===== config.mk =====
export PLATFORM = sky130hd
export DESIGN_NAME = l2c_init_fifo_pe
export DESIGN_NICKNAME = d
export VERILOG_FILES = /design/src/verilog/l2c_pkg.sv /design/src/verilog/l2c_init_fifo_pe.sv
export SDC_FILE = /design/constraint.sdc
export NUM_CORES = 2
export LEC_CHECK = 0
export BUFFER_PORTS_ARGS = -buffer_cell sky130_fd_sc_hd__buf_2
export CORE_MARGIN = 2
export CORE_UTILIZATION = 52
export DETAILED_ROUTE_END_ITERATION = 8
export PLACE_DENSITY_LB_ADDON = 0.1
export RECOVER_POWER = 100
export SYNTH_ARGS = -nofsm -noshare
export SYNTH_HDL_FRONTEND = slang
export SYNTH_SLANG_ARGS = --single-unit

===== constraint.sdc =====
create_clock -name clk -period 2.5 [get_ports clk]
set_clock_uncertainty 0.05 [all_clocks]
set_input_delay 0.375 -clock clk [delete_from_list [all_inputs] [get_ports clk]]
set_output_delay 0.375 -clock clk [all_outputs]
set_load 0.03 [all_outputs]

===== src/verilog/l2c_pkg.sv =====
// l2c shared types: layer, op, fifo family and state enums plus config and request structs
package l2c_pkg;

    // layer kinds run by the PE array
    typedef enum logic [1:0] {
        LAYER_POINTWISE = 2'd0,
        LAYER_DEPTHWISE = 2'd1
    } layer_type_e;

    // GLB request direction
    typedef enum logic {
        GLB_RD = 1'b0,
        GLB_WR = 1'b1
    } glb_op_e;

    // fifo families, also the order of lane groups in every packed vector
    typedef enum logic [1:0] {
        FIFO_IFMAP = 2'd0,
        FIFO_IPSUM = 2'd1,
        FIFO_OPSUM = 2'd2
    } fifo_kind_e;

    // tile controller states
    typedef enum logic [1:0] {
        ST_IDLE   = 2'd0,
        ST_INIT   = 2'd1,
        ST_STREAM = 2'd2,
        ST_DONE   = 2'd3
    } tile_state_e;

    // one tile configuration from the scheduler
    typedef struct packed {
        layer_type_e layer_type;
        logic        is_bias;
        logic [31:0] ifmap_base;
        logic [31:0] ipsum_base;
        logic [31:0] bias_base;
        logic [31:0] opsum_base;
        logic [31:0] tile_n;
        logic [31:0] on_real;
        logic [7:0]  in_c;
        logic [1:0]  pad_l;
        logic [1:0]  pad_r;
        // beats per lane, never zero
        logic [7:0]  burst_len;
    } tile_cfg_t;

    // one beat on the GLB request port
    typedef struct packed {
        glb_op_e     op;
        fifo_kind_e  kind;
        logic [7:0]  lane;
        logic [31:0] addr;
    } glb_req_t;

endpackage


===== src/verilog/l2c_init_fifo_pe.sv =====
// l2c init block: per-lane GLB base addresses for ifmap/ipsum/opsum fifos and fifo reset pulse
`timescale 1ns/1ps

module l2c_init_fifo_pe #(
    parameter int NUM_LANES = 6
) (
    input  logic                       clk,
    input  logic                       rst_n,
    input  logic                       init_i,
    input  l2c_pkg::tile_cfg_t         cfg_i,
    output logic [NUM_LANES-1:0][31:0] ifmap_base_o,
    output logic [NUM_LANES-1:0][31:0] ipsum_base_o,
    output logic [NUM_LANES-1:0][31:0] opsum_base_o,
    output logic [3*NUM_LANES-1:0]     fifo_reset_o
);

    // padded row length of the ifmap in depthwise mode
    logic [31:0] row_len;
    // ipsum family reads bias when requested
    logic [31:0] psum_sel;
    logic        is_dw;

    // per-channel strides, shared by every lane
    logic [31:0] ifmap_ch_stride;
    logic [31:0] ipsum_ch_stride;
    logic [31:0] opsum_ch_stride;

    assign row_len  = 32'(cfg_i.in_c) + 32'(cfg_i.pad_l) + 32'(cfg_i.pad_r);
    assign psum_sel = cfg_i.is_bias ? cfg_i.bias_base : cfg_i.ipsum_base;
    assign is_dw    = (cfg_i.layer_type == l2c_pkg::LAYER_DEPTHWISE);

    assign ifmap_ch_stride = cfg_i.tile_n * row_len;
    assign ipsum_ch_stride = cfg_i.tile_n * 32'(cfg_i.in_c);
    assign opsum_ch_stride = cfg_i.on_real * 32'(cfg_i.in_c);

    // one slice per lane
    // depthwise packs three rows per channel, so lane k is channel k/3, row k%3
    for (genvar k = 0; k < NUM_LANES; k++) begin : g_lane
        localparam int CH  = k / 3;
        localparam int ROW = k % 3;

        logic [31:0] ifmap_nxt;
        logic [31:0] ipsum_nxt;
        logic [31:0] opsum_nxt;

        always_comb begin
            if (is_dw) begin
                ifmap_nxt = cfg_i.ifmap_base + 32'(CH) * ifmap_ch_stride
                          + 32'(ROW) * row_len;
                ipsum_nxt = psum_sel + 32'(CH) * ipsum_ch_stride
                          + 32'(ROW) * 32'(cfg_i.in_c);
                opsum_nxt = cfg_i.opsum_base + 32'(CH) * opsum_ch_stride
                          + 32'(ROW) * 32'(cfg_i.in_c);
            end else begin
                // pointwise, one channel per lane
                ifmap_nxt = cfg_i.ifmap_base + 32'(k) * cfg_i.tile_n;
                ipsum_nxt = psum_sel + 32'(k) * cfg_i.tile_n;
                opsum_nxt = cfg_i.opsum_base + 32'(k) * cfg_i.on_real;
            end
        end

        // bases only change on init, held for the whole tile
        always_ff @(posedge clk) begin
            if (init_i) begin
                ifmap_base_o[k] <= ifmap_nxt;
                ipsum_base_o[k] <= ipsum_nxt;
                opsum_base_o[k] <= opsum_nxt;
            end
        end
    end

    // fifo reset, all ones for the cycle after init
    always_ff @(posedge clk or negedge rst_n) begin
        if (!rst_n) begin
            fifo_reset_o <= '0;
        end else begin
            fifo_reset_o <= {(3*NUM_LANES){init_i}};
        end
    end

    // the registered config must carry a known layer kind when init fires
    a_layer_known: assert property (
        @(posedge clk) disable iff (!rst_n)
        init_i |-> (cfg_i.layer_type inside {l2c_pkg::LAYER_POINTWISE,
                                             l2c_pkg::LAYER_DEPTHWISE})
    );

endmodule


# Word level (Yosys, flattened, before mapping)
# Cells that the tools add are included.
[op_classes]
bitwise = 0
mul = 7
n_eq_ne = 1
magnitude_cmp = 0
n_reduce_logical = 0
mux = 16
add_sub_neg = 32
div_mod_pow = 0
shifts = 0
[ops]
columns = ["operator", "n"]
rows = [
  ["$add A32 B32 Y32", 18],
  ["$mux W32", 16],
  ["$add A32 B8 Y32", 4],
  ["$add A32 B9 Y32", 4],
  ["$add A32 B10 Y32", 2],
  ["$add A32 B11 Y32", 2],
  ["$mul A2 B32 Y32 const A", 2],
  ["$mul A3 B32 Y32 const A", 2],
  ["$mul A32 B8 Y32", 2],
  ["$mul A32 B10 Y32", 1],
  ["$add A9 B2 Y10", 1],
  ["$add A8 B2 Y9", 1],
  ["$eq A2 B1 Y1 const B", 1],
]
[word_totals]
n_memories = 0
latchBits = 0
reg_bits = 577
wordCells = 75
inputBits = 218
rom_bits = 0
out_inout_bits = 594
mem_bits_rw = 0

# Depth between registers and ports, before layout
[depth]
ltp_word = 6
depth_mapped = 38
ltp_nobuf = 33

# Worst setup path after synthesis
# OpenSTA, ideal clock, no wires.
[synth_path]
kind = "input -> register"
from = "input port cfg_i[13] (netlist bit)"
to = "register ifmap_base_o[191] (netlist bit), data pin"
setup_slack_ps = -6284
setup_time_ps = 266
required_time_ps = 2184
arrival_time_ps = 8468
path_buffers = 5
cell_stages = 35
path_cell_list = "clkbuf_1 -> buf_1 -> inv_1 -> fa_1 -> inv_1 -> ha_1 -> inv_1 -> fa_1 -> nor2_1 -> xor2_1 -> clkbuf_1 -> clkbuf_1 -> nand2_1 -> fa_1 -> inv_1 -> fa_1 -> fa_1 -> fa_1 -> inv_1 -> fa_1 -> inv_1 -> ha_1 -> buf_2 -> a211o_1 -> a21oi_1 -> o31a_1 -> o31ai_4 -> a21oi_2 -> xnor2_2 -> and4bb_2 -> nand4_1 -> or4_1 -> nor3_1 -> xor2_1 -> mux2i_1"
[synth_via]
elab_chain_cells = 6
[synth_rtl]
columns = ["element", "line", "rtl"]
rows = [
  ["from (decl)", "l2c_init_fifo_pe.sv:10", "input l2c_pkg::tile_cfg_t cfg_i,"],
  ["$add A8 B2 Y9 (*)", "l2c_init_fifo_pe.sv:28", "assign row_len = 32'(cfg_i.in_c) + 32'(cfg_i.pad_l) + 32'(cfg_i.pad_r);"],
  ["$add A9 B2 Y10 (*)", "l2c_init_fifo_pe.sv:28", ""],
  ["$mul A32 B10 Y32", "l2c_init_fifo_pe.sv:32", "assign ifmap_ch_stride = cfg_i.tile_n * row_len;"],
  ["$add A32 B32 Y32", "l2c_init_fifo_pe.sv:48", "ifmap_nxt = cfg_i.ifmap_base + 32'(CH) * ifmap_ch_stride"],
  ["$add A32 B11 Y32 (*)", "l2c_init_fifo_pe.sv:49", "+ 32'(ROW) * row_len;"],
  ["$mux W32 (*)", "l2c_init_fifo_pe.sv:47", "if (is_dw) begin"],
  ["via g_lane[5].ifmap_nxt[31]", "l2c_init_fifo_pe.sv:42", "logic [31:0] ifmap_nxt;"],
  ["to (signal, indexed assignment)", "l2c_init_fifo_pe.sv:65", "ifmap_base_o[k] <= ifmap_nxt;"],
  ["to (decl)", "l2c_init_fifo_pe.sv:11", "output logic [NUM_LANES-1:0][31:0] ifmap_base_o,"],
]
# Mark *: on every way through the listed nets, which the timed path passes. The rest lies on a longest branch.
# A chain may end at the register's enable or synchronous reset.

# Final worst setup path
[layout_path]
from = "input port cfg_i[9] (netlist bit)"
to = "register ifmap_base_o[191] (netlist bit), data pin"
[layout_via]
elab_chain_cells = 5
[layout_rtl]
columns = ["element", "line"]
rows = [
  ["$add A9 B2 Y10 (*)", "l2c_init_fifo_pe.sv:28"],
  ["$mul A32 B10 Y32", "l2c_init_fifo_pe.sv:32"],
  ["$add A32 B32 Y32", "l2c_init_fifo_pe.sv:48"],
  ["$add A32 B11 Y32 (*)", "l2c_init_fifo_pe.sv:49"],
  ["$mux W32 (*)", "l2c_init_fifo_pe.sv:47"],
  ["via g_lane[5].ifmap_nxt[31]", "l2c_init_fifo_pe.sv:42"],
]
# Marked as above.

==> flow_summary.yaml <==
clock_tree:
  path_clk_slew_ns: 0.06
  numClockSinks: 571
  numCtsBuffers: 68
  cts_tree: "built"
  htreeDepth: 3
  cts.path.max_buffers: 3
  root_buffer: "clkbuf_16"
worst_hold_path:
  hold_path.class: "primary input to flop"
  min_from: "cfg_i[180]"
  hold_end: "ifmap_base_o[160]"
  min_path_cells: 4
logic_synthesis:
  syn_area_sq_mm: 0.0738
  syn_avg_cell_area_sq_um: 9.15
  synthArstFlopShare_pct: 0.175
  synth_cells: 8065
  ys.flop_type: "edfxtp_1"
  synth_seq_area_share_pct: 23.2
  yosys-top-cells-area: "edfxtp_1, fa_1, ha_1"
  synth_edf_count: 570
  synth_cell_type_count: 96
  yosys_warnings: 0
  synth.net_count: 9722
  synth_seq_cells: 571
  synth_top_cell_by_area: "edfxtp_1"
  netlist.area_leader.share_pct: 23.2
placement:
  portBuffers: 803
  placed_cell_area_sq_mm: 0.0989
  place.gp.congestion: 1.00
  dp_hpwl_um: 236000
floorplanning:
  row_count: 138
  fp.dieH_um: 381
  fp.coreArea_sq_mm: 0.141
  num_io_pins: 812
  start_util_pct: 52.3
  die_area_sq_mm: 0.145
  die_width_um: 381
worst_setup_path:
  cp-end-kind: "flop"
  cp_common_cell: "inv_2"
  cp.arrival_ns: 7.85
  cp_max_fo: 4
  criticalPathCategory: "primary input to flop"
  critical-path-top-delay-family: "adder cells"
  start_kind: "primary input"
  cp_num_buf_inv: 11
  required_ns: 2.87
  crit_path_top_delay_cell: "or4_4"
  max_stage_delay_ns: 0.58
layout:
  nets: 12900
  final_cell_area_sq_mm: 0.102
  drive_gt1_share_pct: 27.9
  fin_util_pct: 72.4
  areaGrowthSynthToFinish_pct: 38.6
timing:
  hold_viol: 0
  setup_viol: 776
  finalMaxSlewViolations: 27
  worst_slew_pin_slew_ns: 2.00
  setup_slack_ns: -4.98
  fin_crit_ns: 7.48
  max_slew_margin_pct: -33.6
  rsz0062_at_grt: "yes"
  fin_tns_setup_ns: -1262.33
  fmax_mhz: 134
  period_share_pct: 299
detailed_routing:
  viasPerCell: 5.51
  drt_pass1_iterations: 6
  postRouteAntennaNets: 0
  wl_per_cell_um: 21.3
  finalWirelength_um: 280000
  drtIter0Drc: 5356
  vias: 72600
  drc: 0
global_routing:
  grt_pass1_vias: 75400
  grt_pass1_wl_um: 422000
  antenna_found_initial: 24
  overflow: 0
  grt_max_degree: 105
  track_usage_pct: 38.0
outcome:
  failed_checks: "max-capacitance violations, max-slew violations, negative setup slack"
  status: "complete, but fails checks"
job:
  drv_cap: 1
-- cells in the mapped netlist (all sizes together), types with 104 or more instances --
| library cell | count |
|---|---|
| a21o | 248 |
| a21oi | 580 |
| and2 | 319 |
| clkbuf | 203 |
| edfxtp | 570 |
| fa | 662 |
| ha | 777 |
| inv | 926 |
| nand2 | 877 |
| nand3 | 104 |
| nor2 | 470 |
| nor2b | 108 |
| nor3 | 106 |
| o21a | 120 |
| o21ai | 377 |
| xnor2 | 528 |
| xor2 | 215 |
-- layer usage --
layer / vias to the layer above / GRT usage (%) / share of wire [%]
met4: 20 / 18.8 / 5.8
met2: 2747 / 64.1 / 47
li1: 33800 / - / -
met3: 702 / 6.95 / 7.8
met1: 35400 / 46.6 / 39
met5: - / 0 / 0.046
-- cells by family after synthesis --
logic type	Yosys count	synth area share, %
xor gates and xnor gates	743	8.83
muxes	46	0.648
DFF	571	23.2
and+or+nand+nor	2310	14.9
adders and majority gates	1439	31.1
buffers and inverters	1186	6.16
AOI/OAI and AO/OA	1770	15.1
-- cell usage in the layout, fill, tap and decap left out, types with 40 or more instances in the layout --
master / Yosys / final
nand3_1: 104 / 94
xnor2_1: 527 / 487
nor2b_1: 108 / 106
nor2_1: 470 / 422
o21ai_0: 368 / 292
o21a_1: 120 / 119
a21oi_1: 578 / 537
and3_1: 52 / 48
nand2b_1: 97 / 95
a21o_1: 248 / 248
o21ai_1: 9 / 55
fa_1: 662 / 652
edfxtp_1: 570 / 570
xor2_1: 215 / 200
a31oi_1: 43 / 40
nand2_1: 877 / 851
ha_1: 777 / 745
buf_6: 0 / 50
inv_1: 925 / 905
clkbuf_1: 203 / 694
o21bai_1: 93 / 90
clkbuf_16: 0 / 70
buf_2: 1 / 204
nor3_1: 105 / 92
and2_1: 318 / 311
buf_4: 25 / 2318
-- area by class of cell --
cell class	instances	area [sq um]
Antenna cell	14	35.0
Clock buffer	80	1790
Clock inverter	41	425
Fill cell	11200	39000
Inverter	927	3490
Multi-Input combinational cell	6308	54400
Sequential cell	571	17100
Tap cell	1890	2360
Timing Repair Buffer	3336	22700
-- worst max path at each step --
stage	start	end	slack, ns	cells past startpoint
after floorplan	cfg_i[13]	ifmap_base_o[157]	-5.58	35
after global placement	cfg_i[13]	ifmap_base_o[191]	-5.79	34
after detailed placement	cfg_i[13]	ifmap_base_o[157]	-5.90	33
after CTS	cfg_i[13]	ifmap_base_o[157]	-4.90	34
after global routing	cfg_i[9]	ifmap_base_o[157]	-5.19	34
final	cfg_i[9]	ifmap_base_o[191]	-4.98	35
-- registers in the layout, indices dropped and copies added, names as in the netlist --
name,flops
ifmap_base_o,190
ipsum_base_o,190
opsum_base_o,190
fifo_reset_o,1
-- per-stage QoR --
| stage | cells | hold WS (ns) | setup slack (ns) |
|---|---|---|---|
| final | 13200 | 0.110 | -4.98 |
| after global routing | 13200 | 0.129 | -5.19 |
| after CTS | 13100 | 0.0000199 | -4.90 |
| after floorplan | 8065 | 0.0294 | -5.58 |
| after detailed placement | 12900 | 0.101 | -5.90 |
| after global placement | 12900 | 0.0997 | -5.79 |
-- timing repair --
item                                   CTS  global route
setup endpoints to repair              446           442
buffers inserted                        44            36
hold buffers                            24             0
gates resized for setup                208           156
pin swaps                              112            86
endpoints found under the hold margin   23             0
cloned                                   3             0
Power is left out: the tool's default activity adds up to more than one toggle a clock period on the data nets, which glitch-free logic cannot reach.
