## src/verilog/l2c_pkg.sv

```systemverilog
// l2c shared types: layer, op, fifo family and state enums plus config and request structs
package l2c_pkg;

    // layer kinds run by the PE array
    typedef enum logic [1:0] {
        LAYER_POINTWISE = 2'd0,
        LAYER_DEPTHWISE = 2'd1
    } layer_type_e;

    // GLB request direction
    typedef enum logic {
        GLB_RD = 1'b0,
        GLB_WR = 1'b1
    } glb_op_e;

    // fifo families, also the order of lane groups in every packed vector
    typedef enum logic [1:0] {
        FIFO_IFMAP = 2'd0,
        FIFO_IPSUM = 2'd1,
        FIFO_OPSUM = 2'd2
    } fifo_kind_e;

    // tile controller states
    typedef enum logic [1:0] {
        ST_IDLE   = 2'd0,
        ST_INIT   = 2'd1,
        ST_STREAM = 2'd2,
        ST_DONE   = 2'd3
    } tile_state_e;

    // one tile configuration from the scheduler
    typedef struct packed {
        layer_type_e layer_type;
        logic        is_bias;
        logic [31:0] ifmap_base;
        logic [31:0] ipsum_base;
        logic [31:0] bias_base;
        logic [31:0] opsum_base;
        logic [31:0] tile_n;
        logic [31:0] on_real;
        logic [7:0]  in_c;
        logic [1:0]  pad_l;
        logic [1:0]  pad_r;
        // beats per lane, never zero
        logic [7:0]  burst_len;
    } tile_cfg_t;

    // one beat on the GLB request port
    typedef struct packed {
        glb_op_e     op;
        fifo_kind_e  kind;
        logic [7:0]  lane;
        logic [31:0] addr;
    } glb_req_t;

endpackage

```

## src/verilog/l2c_tile_ctrl.sv

```systemverilog
// l2c tile controller: accepts a tile config, sequences fifo init and streaming, flags done
`timescale 1ns/1ps

module l2c_tile_ctrl (
    input  logic               clk,
    input  logic               rst_n,
    input  logic               cfg_valid_i,
    output logic               cfg_ready_o,
    input  l2c_pkg::tile_cfg_t cfg_i,
    input  logic               all_done_i,
    output l2c_pkg::tile_cfg_t cfg_o,
    output logic               init_o,
    output logic               start_o,
    output logic               done_o
);

    l2c_pkg::tile_state_e state_q;
    l2c_pkg::tile_state_e state_d;
    // marks the first stream cycle
    logic                 first_q;
    logic                 ready_q;
    logic                 accept;
    l2c_pkg::tile_cfg_t   cfg_q;

    assign accept = cfg_valid_i && ready_q;

    always_comb begin
        state_d = state_q;
        case (state_q)
            l2c_pkg::ST_IDLE: begin
                if (accept) begin
                    state_d = l2c_pkg::ST_INIT;
                end
            end
            l2c_pkg::ST_INIT: begin
                state_d = l2c_pkg::ST_STREAM;
            end
            l2c_pkg::ST_STREAM: begin
                // lane_done is stale from the last tile in the first cycle
                if (!first_q && all_done_i) begin
                    state_d = l2c_pkg::ST_DONE;
                end
            end
            default: begin
                state_d = l2c_pkg::ST_IDLE;
            end
        endcase
    end

    always_ff @(posedge clk or negedge rst_n) begin
        if (!rst_n) begin
            state_q <= l2c_pkg::ST_IDLE;
            first_q <= 1'b0;
            ready_q <= 1'b0;
        end else begin
            state_q <= state_d;
            first_q <= (state_q == l2c_pkg::ST_INIT);
            // ready tracks the idle state, one cycle late out of reset
            ready_q <= (state_d == l2c_pkg::ST_IDLE);
        end
    end

    // config captured on the handshake
    always_ff @(posedge clk) begin
        if (accept) begin
            cfg_q <= cfg_i;
        end
    end

    assign cfg_ready_o = ready_q;
    assign cfg_o       = cfg_q;
    assign init_o      = (state_q == l2c_pkg::ST_INIT);
    assign start_o     = (state_q == l2c_pkg::ST_STREAM) && first_q;
    assign done_o      = (state_q == l2c_pkg::ST_DONE);

    // init and start never overlap
    a_init_start_excl: assert property (
        @(posedge clk) disable iff (!rst_n)
        !(init_o && start_o)
    );

    // lanes drop their old done flags right after start
    a_done_cleared: assert property (
        @(posedge clk) disable iff (!rst_n)
        start_o |=> !all_done_i
    );

endmodule

```

## config.mk

```make
export PLATFORM = sky130hd
export DESIGN_NAME = l2c_tile_ctrl
export DESIGN_NICKNAME = d
export VERILOG_FILES = /design/src/verilog/l2c_pkg.sv /design/src/verilog/l2c_tile_ctrl.sv
export SDC_FILE = /design/constraint.sdc
export NUM_CORES = 1
export LEC_CHECK = 0
export BUFFER_PORTS_ARGS = -buffer_cell sky130_fd_sc_hd__buf_2
export CORE_AREA = 2 2 171 173
export CTS_BUF_LIST = sky130_fd_sc_hd__clkbuf_4 sky130_fd_sc_hd__clkbuf_8
export CTS_CLUSTER_DIAMETER = 200
export CTS_CLUSTER_SIZE = 8
export DETAILED_ROUTE_END_ITERATION = 16
export DIE_AREA = 0 0 173 175
export HOLD_SLACK_MARGIN = 0.03
export PLACE_DENSITY = 0.49
export SYNTH_ARGS = -nofsm -noshare
export SYNTH_HDL_FRONTEND = slang
export SYNTH_SLANG_ARGS = --single-unit
```

## constraint.sdc

```tcl
create_clock -name clk -period 3.15 [get_ports clk]
set_clock_uncertainty 0.05 [all_clocks]
set_input_delay 0.315 -clock clk [delete_from_list [all_inputs] [get_ports clk]]
set_output_delay 0.315 -clock clk [all_outputs]
set_load 0.02 [all_outputs]
```

Yosys cells after proc, flatten, opt, wreduce, memory -nomap -nowiden
Index checks and enable logic that the tools add are counted.
- flip-flop bits (word level): 219
- logic and storage cells: 27
- equal/unequal tests: 3
- mux-type cells: 3
- reduce and logical (&&, ||, !) cells: 6
- operators with widths (kind ; count):
    2-bit one-hot mux with 3 select lines ; 1
    2-bit == test (second input constant) ; 2
    2-bit logical NOT ; 2
    2-bit 2-to-1 mux ; 2
    1-bit logical AND ; 3
    2-bit by 1-bit == test with 1-bit output (second input constant) ; 1
    1-bit logical NOT ; 1

Depth between registers and ports, before layout
Gate-level depths: netlist (run 1).
- depth after elaboration: 5
- depth in mapped cells: 4
- gate-level depth less buffers: 4

Worst setup path after synthesis (run 1)
Ideal clock, no wire load.
- path kind: register to register
- start: register ready_q (netlist: cfg_ready_o)
- end: register cfg_q (netlist bit cfg_o[0]) (enable)
- library setup time: 0.429 ns
- arrival time: 2.030 ns
- data required time: 2.671 ns
- path slack: 0.641 ns
- cell stages (with the launch flop): 2
- buffers on the path: 0
- path through: dfrtp_1 > and2_4
- longest elaborated chain between the ends: 1
- RTL lines (item ; line ; RTL):
    start, declared ; l2c_tile_ctrl.sv:21 ; logic ready_q;
    start signal, assigned ; l2c_tile_ctrl.sv:59 ; ready_q <= (state_d == l2c_pkg::ST_IDLE);
    1-bit logical AND ; l2c_tile_ctrl.sv:25 ; assign accept = cfg_valid_i && ready_q;
    via accept ; l2c_tile_ctrl.sv:22 ; logic accept;
    end signal, assigned ; l2c_tile_ctrl.sv:66 ; cfg_q <= cfg_i;
    end, declared ; l2c_tile_ctrl.sv:23 ; l2c_pkg::tile_cfg_t cfg_q;
The timed path passes the listed nets, and every way through them passes these cells.
A chain may end at the register's enable or synchronous reset.

Final worst setup path (run 1)
- start: register state_q[0]
- end: output port start_o
- longest elaborated chain between the ends: 2
- RTL lines (item ; line ; RTL):
    start, declared ; l2c_tile_ctrl.sv:17 ; l2c_pkg::tile_state_e state_q;
    start signal, assigned ; l2c_tile_ctrl.sv:52 ; state_q <= l2c_pkg::ST_IDLE;
    start signal, assigned ; l2c_tile_ctrl.sv:56 ; state_q <= state_d;
    2-bit == test ; l2c_tile_ctrl.sv:73 ; assign start_o = (state_q == l2c_pkg::ST_STREAM) && first_q;
    1-bit logical AND ; l2c_tile_ctrl.sv:73 ;
    end, declared ; l2c_tile_ctrl.sv:13 ; output logic start_o,
Every way passes these cells.

==> results of run 1 <==
[cells in the mapped netlist (all sizes together)]
cell,count
edfxtp,215
a21oi,1
dfrtp,4
nand2b,2
o221a,1
and2,2
ha,5
inv,4
nor2,1
o22ai,1
[sequential cells by signal, indices dropped and copies added (netlist names)]
| register | flops |
|---|---|
| cfg_ready_o | 1 |
| state_q | 2 |
| first_q | 1 |
| cfg_o | 215 |
[worst paths after layout]
kind                                  start    endpoint  slack (ps)  cells past startpoint
worst max register to register  cfg_ready_o   cfg_o[36]        1410                      2
max in group asynchronous             rst_n     first_q        2250                      3
worst min register to register      first_q  state_q[0]         630                      3
worst min-delay path              cfg_i[23]   cfg_o[23]         400                      2
worst max-delay path             state_q[0]     start_o        1070                      4
min in group asynchronous             rst_n  state_q[1]         600                      3
[metal layers]
metal	up-vias	part of all wire (%)	global-route usage [%]	wire length (um)
met3	27	8.8	4.24	1850
met1	2351	37	14.5	7780
met2	279	53	25.0	11100
met4	0	1.7	3.74	359
met5	-	0	0	0
li1	2334	-	-	-
[per-stage QoR]
| step | worst slack, ps | utilization, % |
|---|---|---|
| floorplan | 641 | - |
| global placement | 1340 | 33.4 |
| detailed placement | 1350 | 33.4 |
| CTS | 983 | 43.0 |
| global route | 938 | 43.0 |
| finish | 1070 | 43.0 |
[repair_timing]
action | CTS | global route
hold endpoints to repair | 220 | 0
hold buffers | 218 | 0
setup buffers | 0 | 0
[cell families after synthesis]
logic type,after synthesis,share of synthesized area [%]
AND/OR/NAND/NOR,5,0.579
AO/OA/AOI/OAI,3,0.392
adder cells (fa/ha/maj),5,0.934
buffers and inverters,4,0.224
flip-flops,219,97.9
[final cells by class]
cell class / count / area (um2)
clock buffers: 44 / 524
clock inverters: 2 / 15.0
fillers: 2561 / 16200
inverters: 4 / 15.0
multi-input cells: 13 / 128
flip-flops and latches: 219 / 6560
well taps: 384 / 480
repair buffers: 664 / 4490
[power breakdown]
group,internal [mW],switching (mW)
Combinational,0.659,1.13
Sequential,3.79,0.125
Clock,1.05,1.01
[worst register-to-register path: stages (launching register included)]
cell and delay [ps]:
dfrtp_1 350, and2_4 640, buf_12 340
==> results.yml, run 1 <==
critical_path:
  path_delay_family: "flip-flops"
  critical_path_arrival_ps: 1710
  cp_max_fo: 6
  cp_slowest_cell: "dfrtp_1"
  worst-path-buf-inv: 2
  end_kind: "output port"
  critical-path-max-stage-delay_ps: 500
  critical_path_class: "flop to output port"
  required_ps: 2780
  worstSetupStartpointType: "flop"
  worstPathCellList: "inv_1 > ha_1 > and2_1 > buf_2"
timing:
  worstMarginPinSlew_ps: 749
  fin_crit_ps: 2080
  finalCritPeriodShare_pct: 66.0
  whs_ps: 397
  relSlewSlack_pct: 50.0
  slew_violations: 0
  fmax_mhz: 481
  finalSetupViolCount: 0
  hold_violations: 0
  grt_setup_unrepaired: "false"
  fin_tns_setup_ps: 0
placement:
  dp_cells: 1066
  portBuffers: 437
  dp_hpwl_um: 14100
  place_congestion: 0.727
  place_area_um2: 9480
run:
  max_cap_viol_count: 0
logic_synthesis:
  synth_area_um2: 6700
  avgSynthCellArea_um2: 28.4
  synth_warnings: 0
  synthTopCellsByArea: "edfxtp_1 96%, dfrtp_1 1.5%, ha_1 0.93%, inv_1 0.22%, nand2b_1 0.19%"
  synth_nets: 460
  synth_top_area_share_pct: 96.4
  synth-seq-cells: 219
  synth_cell_type_count: 11
  synthCells: 236
  synth_top_area_cell: "edfxtp_1"
  yosysSeqAreaShare_pct: 97.9
hold_path:
  hold_class: "input port to flop"
power_and_ir_drop:
  power_density_nw_per_um2: 636
  leakage_nw: 5.10
  max-vdd-ir-drop_mv: 0.496
  power.total_mw: 7.76
clock_network:
  insertion_delay_ps: 570
  post_cts_resized: 0
  clock_tree.root_cell: "clkbuf_8"
  clkTransAtPathRegs_ps: 70
  cts_sinks: 219
  clk_path_buf_depth: 3
  cts_tree: "done"
  htreeDepth: 1
  cts_buffers: 31
global_routing:
  grt_pass1_wl_um: 31500
  overflow: 0
  grt_pass1_vias: 5556
  antenna_found_initial: 0
  gr-usage-all-layers_pct: 13.4
  grt_max_degree: 49
floorplan:
  ios: 438
  die_y_um: 175
  rows: 62
  start_util_pct: 23.6
  core_area_um2: 28400
  die_w_um: 173
  die_area_um2: 30300
finish:
  diodes: 0
  instances_no_fill: 1330
  design_area_um2: 12200
  final_nets: 1157
  layout-drive-gt1-share_pct: 52.3
  layout_common_cells: "437 x buf_2, 218 x dlygate4sd3_1, 215 x edfxtp_1"
  area_growth_pct: 82.2
  final_common_cell: "buf_2"
route:
  drt_iter0_drc: 232
  ant_nets: 0
  via_per_inst: 3.75
  num_vias: 4991
  dr.pass1.iters: 4
  drc: 0
  routed_wl_um: 21100
  avgRoutedWirePerCell_um: 15.8
outcome:
  status: "completed"
No activity file was read; power rests on OpenSTA's default activity.
==> run 2, diff against run 1 <==
--- a/config.mk
+++ b/config.mk
@@ -6,14 +6,14 @@
 export NUM_CORES = 1
 export LEC_CHECK = 0
 export BUFFER_PORTS_ARGS = -buffer_cell sky130_fd_sc_hd__buf_2
-export CORE_AREA = 2 2 171 173
+export CORE_AREA = 2 2 170 172
 export CTS_BUF_LIST = sky130_fd_sc_hd__clkbuf_4 sky130_fd_sc_hd__clkbuf_8
 export CTS_CLUSTER_DIAMETER = 200
 export CTS_CLUSTER_SIZE = 8
 export DETAILED_ROUTE_END_ITERATION = 16
-export DIE_AREA = 0 0 173 175
+export DIE_AREA = 0 0 172 174
 export HOLD_SLACK_MARGIN = 0.03
-export PLACE_DENSITY = 0.49
+export PLACE_DENSITY = 0.51
 export SYNTH_ARGS = -nofsm -noshare
 export SYNTH_HDL_FRONTEND = slang
 export SYNTH_SLANG_ARGS = --single-unit
==> constraint.sdc (replaced) <==
create_clock -name clk -period 1.7 [get_ports clk]
set_clock_uncertainty 0.05 [all_clocks]
set_input_delay 0.17 -clock clk [delete_from_list [all_inputs] [get_ports clk]]
set_output_delay 0.17 -clock clk [all_outputs]
set_load 0.02 [all_outputs]
==> run 2 against run 1 <==
Net effect:
- setup slack got worse by 1000 ps
- final cell count grew 1.2%
- critical path depth shrank 1
- register-to-register slack got worse by 1200 ps
- via count rose by 1.2%
- sequential cell count unchanged
- combinational power rose by 98%
- design area is 1.8% higher
- utilization grew 1.0 points
- hold slack worse by 310 ps
- global-route usage down 0.090 points
- largest cell class unchanged
- clock power is 100% higher
==> results.yml, run 2 (same netlist as run 1, synthesis figures left out) <==
outcome:
  status: "completed"
clock_network:
  clock_tree.root_cell: "clkbuf_8"
  insertion_delay_ps: 570
  cts_tree: "done"
  clk_path_buf_depth: 3
  htreeDepth: 1
  cts_buffers: 31
  clkTransAtPathRegs_ps: 70
  cts_sinks: 219
placement:
  dp_hpwl_um: 14300
  place_ws_ps: 314
  place_congestion: 0.748
  portBuffers: 437
floorplan:
  rows: 62
  die_w_um: 172
  die_y_um: 174
  die_area_um2: 29900
  ios: 438
  start_util_pct: 23.7
  core_area_um2: 28200
critical_path:
  critical_path_class: "flop to output port"
  worstPathCellList: "buf_6 > ha_2 > buf_6"
  cpMostUsedCell: "buf_6"
  cp_max_fo: 3
  required_ps: 1480
  cp_slowest_cell: "dfrtp_2"
  ff2ff_path_depth: 5
  worstSetupStartpointType: "flop"
  critical-path-max-stage-delay_ps: 420
  end_kind: "output port"
  critical_path_arrival_ps: 1440
  reg2reg_slack_ps: 230
finish:
  finalCoreUtilization_pct: 44.0
  layout-drive-gt1-share_pct: 54.0
  area_growth_pct: 85.4
  diodes: 0
  final_nets: 1162
  largest_register_ff_count: 215
  final_common_cell: "buf_2"
  layout_common_cells: "434 x buf_2, 218 x dlygate4sd3_1, 215 x edfxtp_1"
timing:
  slew_violations: 0
  whs_ps: 86.5
  hold_violations: 0
  worstMarginPinSlew_ps: 242
  fmax_mhz: 603
  relSlewSlack_pct: 83.8
  layout_setup_ws_ps: 40.3
  grt_setup_unrepaired: "true"
  finalCritPeriodShare_pct: 97.6
  fin_tns_setup_ps: 0
  fin_crit_ps: 1660
  finalSetupViolCount: 0
route:
  via_per_inst: 3.75
  routed_wl_um: 21400
  num_vias: 5049
  dr.pass1.iters: 4
  ant_nets: 0
  drt_iter0_drc: 177
  drc: 0
  avgRoutedWirePerCell_um: 15.9
power_and_ir_drop:
  power_density_nw_per_um2: 1200
  power.total_mw: 15.0
  max-vdd-ir-drop_mv: 0.683
  leakage_nw: 5.19
run:
  max_cap_viol_count: 0
hold_path:
  hold_path_depth: 3
  hold_class: "input port to flop"
global_routing:
  grt_pass1_wl_um: 30300
  grt_max_degree: 47
  grt_pass1_vias: 5509
  antenna_found_initial: 0
  overflow: 0
  gr-usage-all-layers_pct: 13.3
[run 2: cell type report]
class / count / area (um2)
Clock inverter: 1 / 7.51
Inverter: 4 / 15.0
Fill cell: 2529 / 15800
Tap cell: 384 / 480
Sequential cell: 219 / 6560
Clock buffer: 56 / 614
Multi-Input combinational cell: 13 / 148
Timing Repair Buffer: 669 / 4600
[run 2: metal layers]
| layer | GRT usage (%) | up-vias | routed length (um) |
|---|---|---|---|
| met5 | 0 | - | 0 |
| met1 | 14.0 | 2361 | 7600 |
| met2 | 24.1 | 292 | 10800 |
| li1 | - | 2357 | - |
| met4 | 4.55 | 0 | 581 |
| met3 | 5.03 | 39 | 2440 |
[run 2: metrics by stage]
stage	area (um2)	instances
after floorplan	6700	236
after global placement	9560	1069
after detailed placement	9560	1069
after CTS	12400	1346
after global routing	12400	1346
final	12400	1346
[run 2: what timing repair did]
item | 4_1_cts | 5_1_grt
setup buffers | 2 | 0
hold endpoints to repair | 221 | 0
hold buffers | 218 | 0
resized for setup | 15 | 0
endpoints found under the setup margin | 3 | 3
pin swaps | 2 | 0
[run 2: worst max-delay path, delay by kind of cell (launching register included)]
kind | cells | cell delay [ps]
adders and majority gates | 1 | 190
buffers and inverters | 2 | 260
DFF | 1 | 420
[run 2: path summary, 6_finish.rpt]
check,startpoint,endpoint
worst max-delay path,state_q[0],done_o
worst min-delay path,cfg_valid_i,cfg_o[23]
worst max register to register,state_q[0],cfg_ready_o
worst min register to register,first_q,state_q[0]
max in group asynchronous,rst_n,state_q[1]
min in group asynchronous,rst_n,cfg_ready_o
[run 2: power breakdown]
group	switching [mW]	internal [mW]	leakage, nW
logic	2.16	1.38	2.81
registers	0.230	7.02	2.04
clock network	1.93	2.23	0.338
