[src/verilog/l2c_fifo_addr_gen.sv]
// l2c lane address generator: burst of consecutive GLB addresses from a base, one per handshake
`timescale 1ns/1ps

module l2c_fifo_addr_gen (
    input  logic        clk,
    input  logic        rst_n,
    input  logic        start_i,
    input  logic [31:0] base_i,
    input  logic [7:0]  burst_len_i,
    input  logic        req_ready_i,
    output logic        req_valid_o,
    output logic [31:0] req_addr_o,
    output logic        lane_done_o
);

    // beats still to send, including the one on the port
    logic [7:0]  beats_left_q;
    logic [31:0] addr_q;
    logic        valid_q;
    logic        done_q;
    logic        fire;
    logic        last_beat;

    assign fire      = valid_q && req_ready_i;
    assign last_beat = (beats_left_q == 8'd1);

    // control state
    always_ff @(posedge clk or negedge rst_n) begin
        if (!rst_n) begin
            valid_q      <= 1'b0;
            done_q       <= 1'b0;
            beats_left_q <= 8'd0;
        end else if (start_i) begin
            valid_q      <= 1'b1;
            done_q       <= 1'b0;
            beats_left_q <= burst_len_i;
        end else if (fire) begin
            beats_left_q <= beats_left_q - 8'd1;
            if (last_beat) begin
                valid_q <= 1'b0;
                // sticky until the next tile starts
                done_q  <= 1'b1;
            end
        end
    end

    // address walks base + j, only moves on an accepted beat
    always_ff @(posedge clk) begin
        if (start_i) begin
            addr_q <= base_i;
        end else if (fire && !last_beat) begin
            addr_q <= addr_q + 32'd1;
        end
    end

    assign req_valid_o = valid_q;
    assign req_addr_o  = addr_q;
    assign lane_done_o = done_q;

    // a stalled beat keeps its address into the next cycle
    a_addr_hold: assert property (
        @(posedge clk) disable iff (!rst_n)
        (req_valid_o && !req_ready_i && !start_i)
            |=> (req_valid_o && $stable(req_addr_o))
    );

endmodule

[config.mk]
export PLATFORM = sky130hd
export DESIGN_NAME = l2c_fifo_addr_gen
export DESIGN_NICKNAME = d
export VERILOG_FILES = /design/src/verilog/l2c_fifo_addr_gen.sv
export SDC_FILE = /design/constraint.sdc
export NUM_CORES = 1
export LEC_CHECK = 0
export BUFFER_PORTS_ARGS = -buffer_cell sky130_fd_sc_hd__buf_2
export CORE_MARGIN = 2
export CORE_UTILIZATION = 51
export CTS_CLUSTER_DIAMETER = 80
export DETAILED_ROUTE_END_ITERATION = 10
export PLACE_DENSITY_LB_ADDON = 0.1
export SLEW_MARGIN = 20
export SYNTH_ARGS = -nofsm -noshare
export SYNTH_HDL_FRONTEND = slang
export SYNTH_SLANG_ARGS = --single-unit
[constraint.sdc]
create_clock -name clk -period 4.5 [get_ports clk]
set_input_delay 0.225 -clock clk [delete_from_list [all_inputs] [get_ports clk]]
set_output_delay 0.225 -clock clk [all_outputs]
set_load 0.005 [all_outputs]
### Word-level counts from Yosys, hierarchy flattened

Index checks and enable logic that the tools add are counted.

| cells by class | value |
|---|---|
| $add $sub $neg | 2 |
| eq/ne operators | 1 |
| muxes and demuxes | 10 |
| reduce and logical (&&, ||, !) cells | 7 |

Operator list:

| operator | number |
|---|---|
| $mux W32 | 2 |
| $add A32 B1 Y32 const B | 1 |
| $mux W8 | 2 |
| $eq A8 B1 Y1 const B | 1 |
| $sub A8 B1 Y8 const B | 1 |
| $mux W1 | 6 |
| $reduce_bool A2 Y1 | 3 |
| $logic_and A1 B1 Y1 | 2 |
| $reduce_and A2 Y1 | 1 |
| $logic_not A1 Y1 | 1 |

| word-level totals | value |
|---|---|
| register bits after elaboration | 42 |
| bits of input ports | 44 |

### Depth between registers and ports, before layout

Gate-level depths: netlist (run 1).

| depth | value |
|---|---|
| depth after elaboration | 5 |
| depth in mapped cells | 6 |

### Least setup slack after synthesis (run 1)

Ideal clock, no wire load.

| path | value |
|---|---|
| path kind | reg2reg |
| start | register beats_left_q[1] |
| end | register addr_q[0] (netlist: req_addr_o[0]) (enable) |
| library setup time | 0.466 ns |
| arrival time | 3.020 ns |
| path slack | 1.015 ns |
| stages on the path, launching flop included | 5 |
| path buffers | 0 |
| period minus slack after synthesis | 3.485 ns |
| cells stage by stage | dfrtp_1 > inv_1 > ha_1 > nor4bb_1 > o21ai_0 |

| on the way | value |
|---|---|
| longest elaborated chain between the ends | 4 |

RTL lines:

| item | line | text |
|---|---|---|
| start, declared | 17 | `logic [7:0] beats_left_q;` |
| start signal, assigned | 36 | `beats_left_q <= burst_len_i;` |
| start signal, assigned | 38 | `beats_left_q <= beats_left_q - 8'd1;` |
| $eq A8 B1 Y1 | 25 | `assign last_beat = (beats_left_q == 8'd1);` |
| $logic_not A1 Y1 | 51 | `end else if (fire && !last_beat) begin` |
| $logic_and A1 B1 Y1 | 51 |  |
| $reduce_bool A2 Y1 (no source line) | n/a |  |
| end signal, assigned | 50 | `addr_q <= base_i;` |
| end signal, assigned | 52 | `addr_q <= addr_q + 32'd1;` |
| end, declared | 18 | `logic [31:0] addr_q;` |

No other way between the ends.
A chain may end at the register's enable or synchronous reset.

### Final worst setup path (run 1)

| path | value |
|---|---|
| start | register addr_q[3] (netlist: req_addr_o[3]) |
| end | register addr_q[31] (netlist: req_addr_o[31]), data pin |

| on the way | value |
|---|---|
| longest elaborated chain between the ends | 3 |

RTL lines:

| item | line | text |
|---|---|---|
| $add A32 B1 Y32 | 52 |  |
| $mux W32 | 51 |  |
| $mux W32 | 49 | `if (start_i) begin` |

No other way between the ends. The select of a mux whose other input is x is not followed.

==> flow_metrics.py, run 1 <==
metrics = {
    "timing": {
        "timing.fmax_mhz": 448,
        "tns_ns": 0,
        "clock_skew_ns": 0.00683,
        "finalCritPeriodShare_pct": 49.6,
        "tightestPinTransition_ns": 0.879,
        "setup_violations": 0,
        "rsz0062_at_grt": "false",
        "max_slew_margin_pct": 41.4,
        "hold_ws_ns": 0.137,
        "final_hold_viol_count": 0,
        "final_max_slew_viol_count": 0,
        "period_needed_ns": 2.23,
    },
    "detailed_routing": {
        "viasPerCell": 5.51,
        "drt-initial-drc-count": 112,
        "firstDrtPassIters": 4,
        "antenna_left": 0,
        "route.detailed.drc": 0,
        "vias": 2239,
        "wire_per_inst_um": 13.8,
        "routed_wl_um": 5620,
    },
    "floorplanning": {
        "core_sq_mm": 0.00475,
        "rows": 25,
        "die_x_um": 74.3,
        "initial_core_util_pct": 53.0,
        "num_io_pins": 78,
        "dieArea_sq_mm": 0.00552,
        "die_h_um": 74.3,
    },
    "power_and_ir_drop": {
        "p_seq_share_pct": 56.4,
        "p_comb_share_pct": 18.5,
        "p_sw_share_pct": 28.8,
        "p_leak_uw": 0.00116,
        "irDropWorstVdd_uv": 211,
        "p_clk_share_pct": 25.1,
        "p_sw_uw": 268,
        "pwr_density_cell_mw_per_mm2": 308,
        "power_uw": 931,
        "p_int_uw": 663,
    },
    "logic_synthesis": {
        "synth.net_count": 314,
        "async_flop_share_pct": 23.8,
        "ys_seq_area_share_pct": 48.1,
        "synth_area_per_cell_sq_um": 9.43,
        "synthCells": 267,
        "synth_flop_cell": "edfxtp_1",
        "synthTopCellsByCount": "nand2_1 (33), edfxtp_1 (32), o21ai_0 (28), nand3_1 (18), nor2_1 (18)",
        "yosys-top-cells-area": "edfxtp_1 (38%), dfrtp_1 (9.9%), o21ai_0 (5.6%)",
        "netlist_area_sq_mm": 0.00252,
        "synth_top_area_share_pct": 38.2,
        "synth-edff-count": 32,
        "synth_most_common_cell": "nand2_1",
        "ys_ff_latch": 42,
        "synth_area_leader_cell": "edfxtp_1",
        "synth.distinct_cells": 35,
        "yosys_warnings": 0,
    },
    "grt": {
        "antenna_found_initial": 0,
        "grt_pass1_vias": 1945,
        "grt_use_total_pct": 22.1,
        "grt_overflow": 0,
        "grt_max_degree": 59,
        "grt_pass1_wl_um": 9230,
    },
    "clock_tree": {
        "cts_tree": "built",
        "numCtsBuffers": 5,
        "cts_resized": 0,
        "h-tree-depth": 2,
        "tritoncts_num_sinks": 42,
        "worstSkewPairLatency_ns": 0.30,
        "cts_post_setup_buffers_inserted": 0,
        "hold_buffers": 1,
        "clockBufferDepth": 2,
        "root_buffer": "clkbuf_8",
        "cts.clk_slew.worst_paths_ns": 0.08,
    },
    "setup_path": {
        "startpoint": "req_addr_o[3]$_DFFE_PP_",
        "cp_max_fo": 12,
        "endpoint": "req_addr_o[31]$_DFFE_PP_",
        "reg2regPathDepth": 4,
        "crit_required_ns": 4.65,
        "arrival_ns": 2.38,
        "critPathLaunchType": "register",
        "regToRegSetupSlack_ns": 2.27,
        "r2r_start": "req_addr_o[3]$_DFFE_PP_",
        "critical_path.endpoint_type": "register",
        "r2r_end": "req_addr_o[31]$_DFFE_PP_",
        "critPathKind": "reg -> reg",
    },
    "hold_path": {
        "hp-class": "in -> reg",
    },
    "cells_and_area": {
        "diodes": 0,
        "drive_gt1_share_pct": 27.1,
        "syn_to_final_growth_pct": 20.1,
        "final_cells": 406,
        "nets": 385,
    },
    "place": {
        "io_buffers": 77,
        "gp_congestion": 0.804,
        "dp_hpwl_um": 3990,
        "post-place-cells": 397,
    },
    "flow_run": {
        "drv_cap": 0,
    },
    "status": {
        "status": "finished clean",
    },
}
## stage by stage
stage	util, %	setup slack (ns)	cell area [sq um]
floorplan	-	1.01	2520
global placement	61.7	2.31	2930
detailed placement	61.7	2.26	2930
CTS	63.6	2.26	3030
global route	63.6	2.09	3030
finish	63.6	2.27	3030
## critical path, cell delays in order (launching register included)
cell	delay (ns)
edfxtp_1	0.45
nand4_2	0.28
or4_1	0.69
or4_1	0.49
a31oi_1	0.17
## kinds of logic (layout without fill, tap and decap cells)
logic type | count (synthesis) | count (layout) | share of synthesized area, %
adders and majority gates | 3 | 3 | 1.49
DFF | 42 | 42 | 48.1
muxes | 2 | 2 | 0.894
AOI/OAI and AO/OA | 56 | 56 | 13.1
and+or+nand+nor | 119 | 119 | 25.2
xor gates and xnor gates | 21 | 21 | 7.30
buffers and inverters | 24 | 96 | 3.92
## registers in the layout, indices dropped and copies added, names as in the netlist
name,count
beats_left_q,8
req_valid_o,1
lane_done_o,1
req_addr_o,32
## metal layers
layer  vias to the layer above  part of all wire (%)  GRT usage [%]
met5                         -                     0              0
met4                         0                  0.73           5.56
met3                         4                   6.1           5.56
met2                        68                    45           33.0
met1                      1026                    48           32.4
li1                       1141                     -              -
## cell usage in the layout, fill, tap and decap left out, types with 8 or more instances in the layout
cell,n
edfxtp_1,32
or4_1,14
buf_2,77
o31ai_1,9
nand2_1,33
dfrtp_1,10
o21ai_0,27
a31oi_1,12
nor2_1,18
xnor2_1,16
nand3_1,18
inv_1,8
or3_1,10
## power by group through the flow
stage               combinational (uW)  sequential, uW  clock (uW)
finish                             172             525         234
global route                       197             534         255
floorplan                          101             524           0
global placement                   169             531           0
detailed placement                 172             532           0
CTS                                175             524         239
## how the worst min path moves through the flow
| stage | start | to | cells past startpoint |
|---|---|---|---|
| 2_1_floorplan | rst_n | beats_left_q[0]$_DFFE_PN0P_ | 0 |
| 3_3_place_gp | rst_n | beats_left_q[3]$_DFFE_PN0P_ | 1 |
| 3_5_place_dp | rst_n | beats_left_q[3]$_DFFE_PN0P_ | 1 |
| 4_1_cts | burst_len_i[3] | beats_left_q[3]$_DFFE_PN0P_ | 3 |
| 5_1_grt | burst_len_i[1] | beats_left_q[1]$_DFFE_PN0P_ | 3 |
| 6_report | burst_len_i[3] | beats_left_q[3]$_DFFE_PN0P_ | 3 |
## final cells by class
class                      count  area, sq um
clock buffer                   6         72.6
clock inverter                 2         8.76
sequential                    42         1210
multi-input combinational    201         1210
inverter                       9         33.8
fill                         454         1730
tap                           67         83.8
timing repair buffer          79          403
Power figures use the tool's default switching activity.
==> run 2, diff against run 1 <==
ABC_AREA = 1   (was unset)
CORE_UTILIZATION = 48   (was 51)
clock period = 2 ns   (was 4.5 ns; I/O delays follow)
==> flow_metrics.py, run 2 <==
metrics = {
    "clock_tree": {
        "hold_buffers": 1,
        "clockBufferDepth": 2,
        "cts_post_setup_buffers_inserted": 0,
        "h-tree-depth": 2,
        "root_buffer": "clkbuf_8",
        "cts.clk_slew.worst_paths_ns": 0.09,
        "cts_resized": 0,
        "numCtsBuffers": 5,
        "worstSkewPairLatency_ns": 0.30,
        "cts_tree": "built",
        "tritoncts_num_sinks": 42,
    },
    "logic_synthesis": {
        "synth_area_leader_cell": "edfxtp_1",
        "netlist_area_sq_mm": 0.00294,
        "yosys-top-cells-area": "edfxtp_1 (33%), nand2_1 (24%), dfrtp_1 (8.5%)",
        "synth_area_per_cell_sq_um": 7.03,
        "synth.net_count": 466,
        "synth_flop_cell": "edfxtp_1",
        "synth-edff-count": 32,
        "synth_most_common_cell": "nand2_1",
        "async_flop_share_pct": 23.8,
        "synth.distinct_cells": 27,
        "yosys_warnings": 0,
        "synthCells": 419,
        "synth_top_area_share_pct": 32.6,
        "synthTopCellsByCount": "nand2_1 (186), nor2_1 (49), inv_1 (37), edfxtp_1 (32), nand3_1 (29)",
        "ys_ff_latch": 42,
        "ys_seq_area_share_pct": 41.1,
    },
    "floorplanning": {
        "die_x_um": 82.3,
        "num_io_pins": 78,
        "die_h_um": 82.3,
        "rows": 28,
        "core_sq_mm": 0.00592,
        "dieArea_sq_mm": 0.00678,
        "initial_core_util_pct": 49.7,
    },
    "detailed_routing": {
        "vias": 2947,
        "firstDrtPassIters": 5,
        "antenna_left": 0,
        "routed_wl_um": 7680,
        "wire_per_inst_um": 13.4,
        "drt-initial-drc-count": 191,
        "route.detailed.drc": 0,
        "viasPerCell": 5.13,
    },
    "hold_path": {
        "hp-class": "in -> reg",
        "whs_path_depth": 3,
    },
    "cells_and_area": {
        "diodes": 0,
        "largest_reg_flops": 32,
        "layout_commonest_cell": "nand2_1",
        "drive_gt1_share_pct": 22.6,
        "syn_to_final_growth_pct": 20.5,
        "stdcell_area_sq_mm": 0.00355,
        "nets": 546,
        "final_cell_mix": "nand2_1 (186), buf_2 (77), nor2_1 (49), inv_1 (37), edfxtp_1 (32)",
    },
    "setup_path": {
        "crit_required_ns": 2.07,
        "cp_max_fo": 7,
        "critPathLaunchType": "register",
        "cp.depth": 10,
        "arrival_ns": 1.78,
        "crit_buf_inv": 1,
        "cp_common_cell": "nand2_1",
        "critical_path.endpoint_type": "register",
        "path_cells": "ha_1 > nand2_2 > nor2_8 > nand2_4 > inv_1 > nand2_1 > nand2_1 > nand2_1 > nand2_1 > nand2_1",
        "critPathKind": "reg -> reg",
        "crit_slowest_cell": "edfxtp_1",
        "crit_path_max_incr_delay_ns": 0.43,
        "crit_family": "simple AND/OR/NAND/NOR gates",
        "reg2regPathDepth": 10,
    },
    "power_and_ir_drop": {
        "p_leak_uw": 0.00175,
        "irDropWorstVdd_uv": 478,
        "pwr_density_cell_mw_per_mm2": 661,
        "power_uw": 2340,
    },
    "grt": {
        "grt_pass1_wl_um": 12200,
        "grt_pass1_vias": 2668,
        "grt_overflow": 0,
        "grt_use_total_pct": 23.6,
        "antenna_found_initial": 0,
        "grt_max_degree": 44,
    },
    "place": {
        "io_buffers": 77,
        "placed_area_sq_mm": 0.00343,
        "dp_hpwl_um": 5820,
        "gp_congestion": 0.931,
    },
    "timing": {
        "tightestPinTransition_ns": 0.601,
        "max_slew_margin_pct": 59.9,
        "timing.fmax_mhz": 584,
        "final_max_slew_viol_count": 0,
        "setup_violations": 0,
        "rsz0062_at_grt": "false",
        "clock_skew_ns": 0.00720,
        "tns_ns": 0,
        "hold_ws_ns": 0.00278,
        "finalCritPeriodShare_pct": 85.6,
        "period_needed_ns": 1.71,
        "final_hold_viol_count": 0,
    },
    "flow_run": {
        "drv_cap": 0,
    },
    "status": {
        "status": "finished clean",
    },
}
==> run 2: changes by cell type in the layout (fill, tap and decap cells not counted), sizes merged, moves of 15 or more <==
cell / previous run / this run
inv: 9 / 37
nand2: 33 / 194
nor2: 18 / 62
o21ai: 28 / 10
or4: 15 / 0
xnor2: 16 / 0
==> run 2: path summary, 6_finish.rpt <==
kind                                          from  slack [ns]                           to
max in group asynchronous                    rst_n        1.58  beats_left_q[4]$_DFFE_PN0P_
min in group asynchronous                    rst_n        0.21      lane_done_o$_DFFE_PN0P_
hold reg to reg            req_valid_o$_DFFE_PN0P_        0.50      req_valid_o$_DFFE_PN0P_
setup reg to reg           req_addr_o[0]$_DFFE_PP_        0.29     req_addr_o[22]$_DFFE_PP_
setup / recovery           req_addr_o[0]$_DFFE_PP_        0.29     req_addr_o[22]$_DFFE_PP_
hold / removal                      burst_len_i[2]       0.003  beats_left_q[2]$_DFFE_PN0P_
==> run 2: area by class of cell <==
cell class / count / area, sq um
clock buffers: 5 / 68.8
clock inverters: 3 / 40.0
fillers: 571 / 2370
inverters: 37 / 139
multi-input cells: 331 / 1560
flip-flops and latches: 42 / 1210
well taps: 75 / 93.8
repair buffers: 82 / 438
==> run 2: stage by stage <==
stage | std cells | utilization (%) | worst slack (ns)
after CTS | 575 | 59.9 | 0.299
after global routing | 575 | 59.9 | 0.131
final | 575 | 59.9 | 0.288
after global placement | 566 | 57.9 | 0.348
after floorplan | 419 | - | 0.0538
after detailed placement | 566 | 57.9 | 0.304
==> run 2: worst reg2reg max path: cells and delay by family, from the launching register on <==
kind	cells	cell delay, ns
simple gates	8	0.70
flops	1	0.43
fa+ha+maj	1	0.24
buf+inv	1	0.12
==> run 2: cells by family after synthesis <==
group                      Yosys count  share of synthesized area, %
DFF                                 42                          41.1
adders and majority gates            3                          1.28
and+or+nand+nor                    294                          43.9
AOI/OAI and AO/OA                   25                          4.89
xor gates and xnor gates             9                          2.68
buffers and inverters               46                          6.08
==> run 2: layer usage <==
| layer | vias to the layer above | wire (um) | global-route usage [%] |
|---|---|---|---|
| li1 | 1488 | - | - |
| met1 | 1338 | 3550 | 30.8 |
| met2 | 105 | 3500 | 38.7 |
| met3 | 16 | 452 | 4.67 |
| met4 | 0 | 179 | 8.83 |
| met5 | - | 0 | 0 |
==> run 2: report_power, final <==
| part | total [uW] | internal (uW) | switching [uW] | leakage (uW) |
|---|---|---|---|---|
| logic | 493 | 199 | 295 | 0.00124 |
| clock network | 686 | 368 | 318 | 0.0000579 |
| registers | 1170 | 1060 | 109 | 0.000451 |
==> run 3, diff against run 2 <==
ABC_AREA = unset   (was 1)
CORE_UTILIZATION = 46   (was 48)
CTS_CLUSTER_DIAMETER = unset   (was 80)
==> flow_metrics.py, run 3 (synthesis results as in run 1) <==
metrics = {
    "status": {
        "status": "finished clean",
    },
    "detailed_routing": {
        "drt-initial-drc-count": 146,
        "vias": 2451,
        "viasPerCell": 5.40,
        "antenna_left": 0,
        "routed_wl_um": 6470,
        "route.detailed.drc": 0,
        "wire_per_inst_um": 14.2,
        "firstDrtPassIters": 4,
    },
    "floorplanning": {
        "die_h_um": 78.0,
        "die_x_um": 78.0,
        "num_io_pins": 78,
        "initial_core_util_pct": 48.4,
        "dieArea_sq_mm": 0.00608,
        "rows": 26,
        "core_sq_mm": 0.00520,
    },
    "setup_path": {
        "regToRegSetupSlack_ns": 0.04,
        "crit_path_max_incr_delay_ns": 0.52,
        "critPathLaunchType": "register",
        "crit_required_ns": 2.17,
        "cp_max_fo": 4,
        "critical_path.endpoint_type": "register",
        "arrival_ns": 2.12,
        "crit_slowest_cell": "or4b_1",
        "r2r_start": "req_addr_o[22]$_DFFE_PP_",
        "reg2regPathDepth": 5,
        "path_cells": "nand4_1 > buf_4 > or4_4 > or4b_1 > nand3_1",
        "r2r_end": "req_addr_o[29]$_DFFE_PP_",
        "critPathKind": "reg -> reg",
    },
    "clock_tree": {
        "h-tree-depth": 2,
        "worstSkewPairLatency_ns": 0.29,
        "clockBufferDepth": 2,
        "tritoncts_num_sinks": 42,
        "root_buffer": "clkbuf_8",
        "cts_tree": "built",
        "cts.clk_slew.worst_paths_ns": 0.08,
        "numCtsBuffers": 5,
    },
    "power_and_ir_drop": {
        "pwr_density_cell_mw_per_mm2": 676,
        "irDropWorstVdd_uv": 478,
        "p_leak_uw": 0.00139,
    },
    "flow_run": {
        "drv_cap": 0,
    },
    "place": {
        "io_buffers": 77,
        "pre_cts_ws_ns": -0.0367,
        "gp_congestion": 0.788,
        "post-place-cells": 438,
        "dp_hpwl_um": 4620,
    },
    "cells_and_area": {
        "diodes": 0,
        "nets": 430,
        "largest_reg_flops": 32,
        "syn_to_final_growth_pct": 36.9,
        "layout_commonest_cell": "buf_2",
        "final_cells": 454,
        "final_cell_mix": "buf_2 (77), buf_4 (43), nand2_1 (33), edfxtp_1 (32), o21ai_0 (27)",
        "drive_gt1_share_pct": 37.5,
    },
    "hold_path": {
        "holdPathEnd": "beats_left_q[0]$_DFFE_PN0P_",
        "hp-class": "in -> reg",
        "whs_path_depth": 3,
        "hp-start": "burst_len_i[0]",
    },
    "timing": {
        "max_slew_margin_pct": 61.2,
        "timing.fmax_mhz": 511,
        "clock_skew_ns": 0.00382,
        "tightestPinTransition_ns": 0.580,
        "final_hold_viol_count": 0,
        "setup_ws_ns": 0.0429,
        "period_needed_ns": 1.96,
        "hold_ws_ns": 0.0142,
        "finalCritPeriodShare_pct": 97.9,
        "setup_violations": 0,
        "final_max_slew_viol_count": 0,
    },
    "grt": {
        "grt_max_degree": 29,
        "antenna_found_initial": 0,
        "grt_overflow": 0,
        "grt_use_total_pct": 22.3,
        "grt_pass1_vias": 2345,
        "grt_pass1_wl_um": 10900,
    },
}
[run 3: layout make-up]
class | count | area (sq um)
timing repair buffer | 123 | 738
clock buffer | 6 | 93.8
tap | 70 | 87.6
inverter | 9 | 33.8
clock inverter | 2 | 10.0
multi-input combinational | 202 | 1270
sequential | 42 | 1210
fill | 460 | 1760
[run 3: per-layer routing]
metal  track usage, %  part of all wire (%)  vias up
met2             35.6                    48       78
li1                 -                     -     1232
met5                0                     0        -
met4             8.07                   1.6        0
met1             30.1                    45     1131
met3             4.30                   6.0       10
[run 3: what timing repair did]
item                                    in CTS  in global routing
resized for setup                            1                  8
endpoints found under the setup margin      34                 31
cloned                                       1                  0
setup buffers                                0                  4
pin swaps                                    1                  4
endpoints found under the hold margin       12                  0
hold buffers                                 3                  0
[run 3: worst max-delay path: cells and delay by family, from the launching register on]
family,cells,cell delay (ns)
buf+inv,1,0.21
flops,1,0.37
simple gates,4,1.26
[run 3: per-stage QoR]
stage | util (%) | TNS [ns] | area [sq um] | power, uW
2_1_floorplan | - | 0 | 2530 | 1410
3_3_place_gp | 62.1 | 0 | 3230 | 1680
3_5_place_dp | 62.1 | -1.01 | 3230 | 1700
4_1_cts | 64.9 | -0.0120 | 3380 | 2330
5_1_grt | 66.3 | -0.00211 | 3450 | 2460
6_report | 66.3 | 0 | 3450 | 2330
[run 3: how the worst max path moves through the flow]
| stage | from | to | slack [ns] |
|---|---|---|---|
| final | req_addr_o[22]$_DFFE_PP_ | req_addr_o[29]$_DFFE_PP_ | 0.04 |
| after global routing | req_addr_o[19]$_DFFE_PP_ | req_addr_o[29]$_DFFE_PP_ | -0.002 |
| after CTS | req_addr_o[22]$_DFFE_PP_ | req_addr_o[29]$_DFFE_PP_ | -0.009 |
| after global placement | beats_left_q[0]$_DFFE_PN0P_ | req_addr_o[4]$_DFFE_PP_ | 0.01 |
| after floorplan | req_addr_o[0]$_DFFE_PP_ | req_addr_o[20]$_DFFE_PP_ | 0.003 |
| after detailed placement | req_addr_o[22]$_DFFE_PP_ | req_addr_o[31]$_DFFE_PP_ | -0.04 |
[run 3: report_power, final]
part	internal, uW	total (uW)	switching, uW
sequential	1060	1130	75.4
combinational	298	580	282
clock	318	621	303
total	1670	2330	661
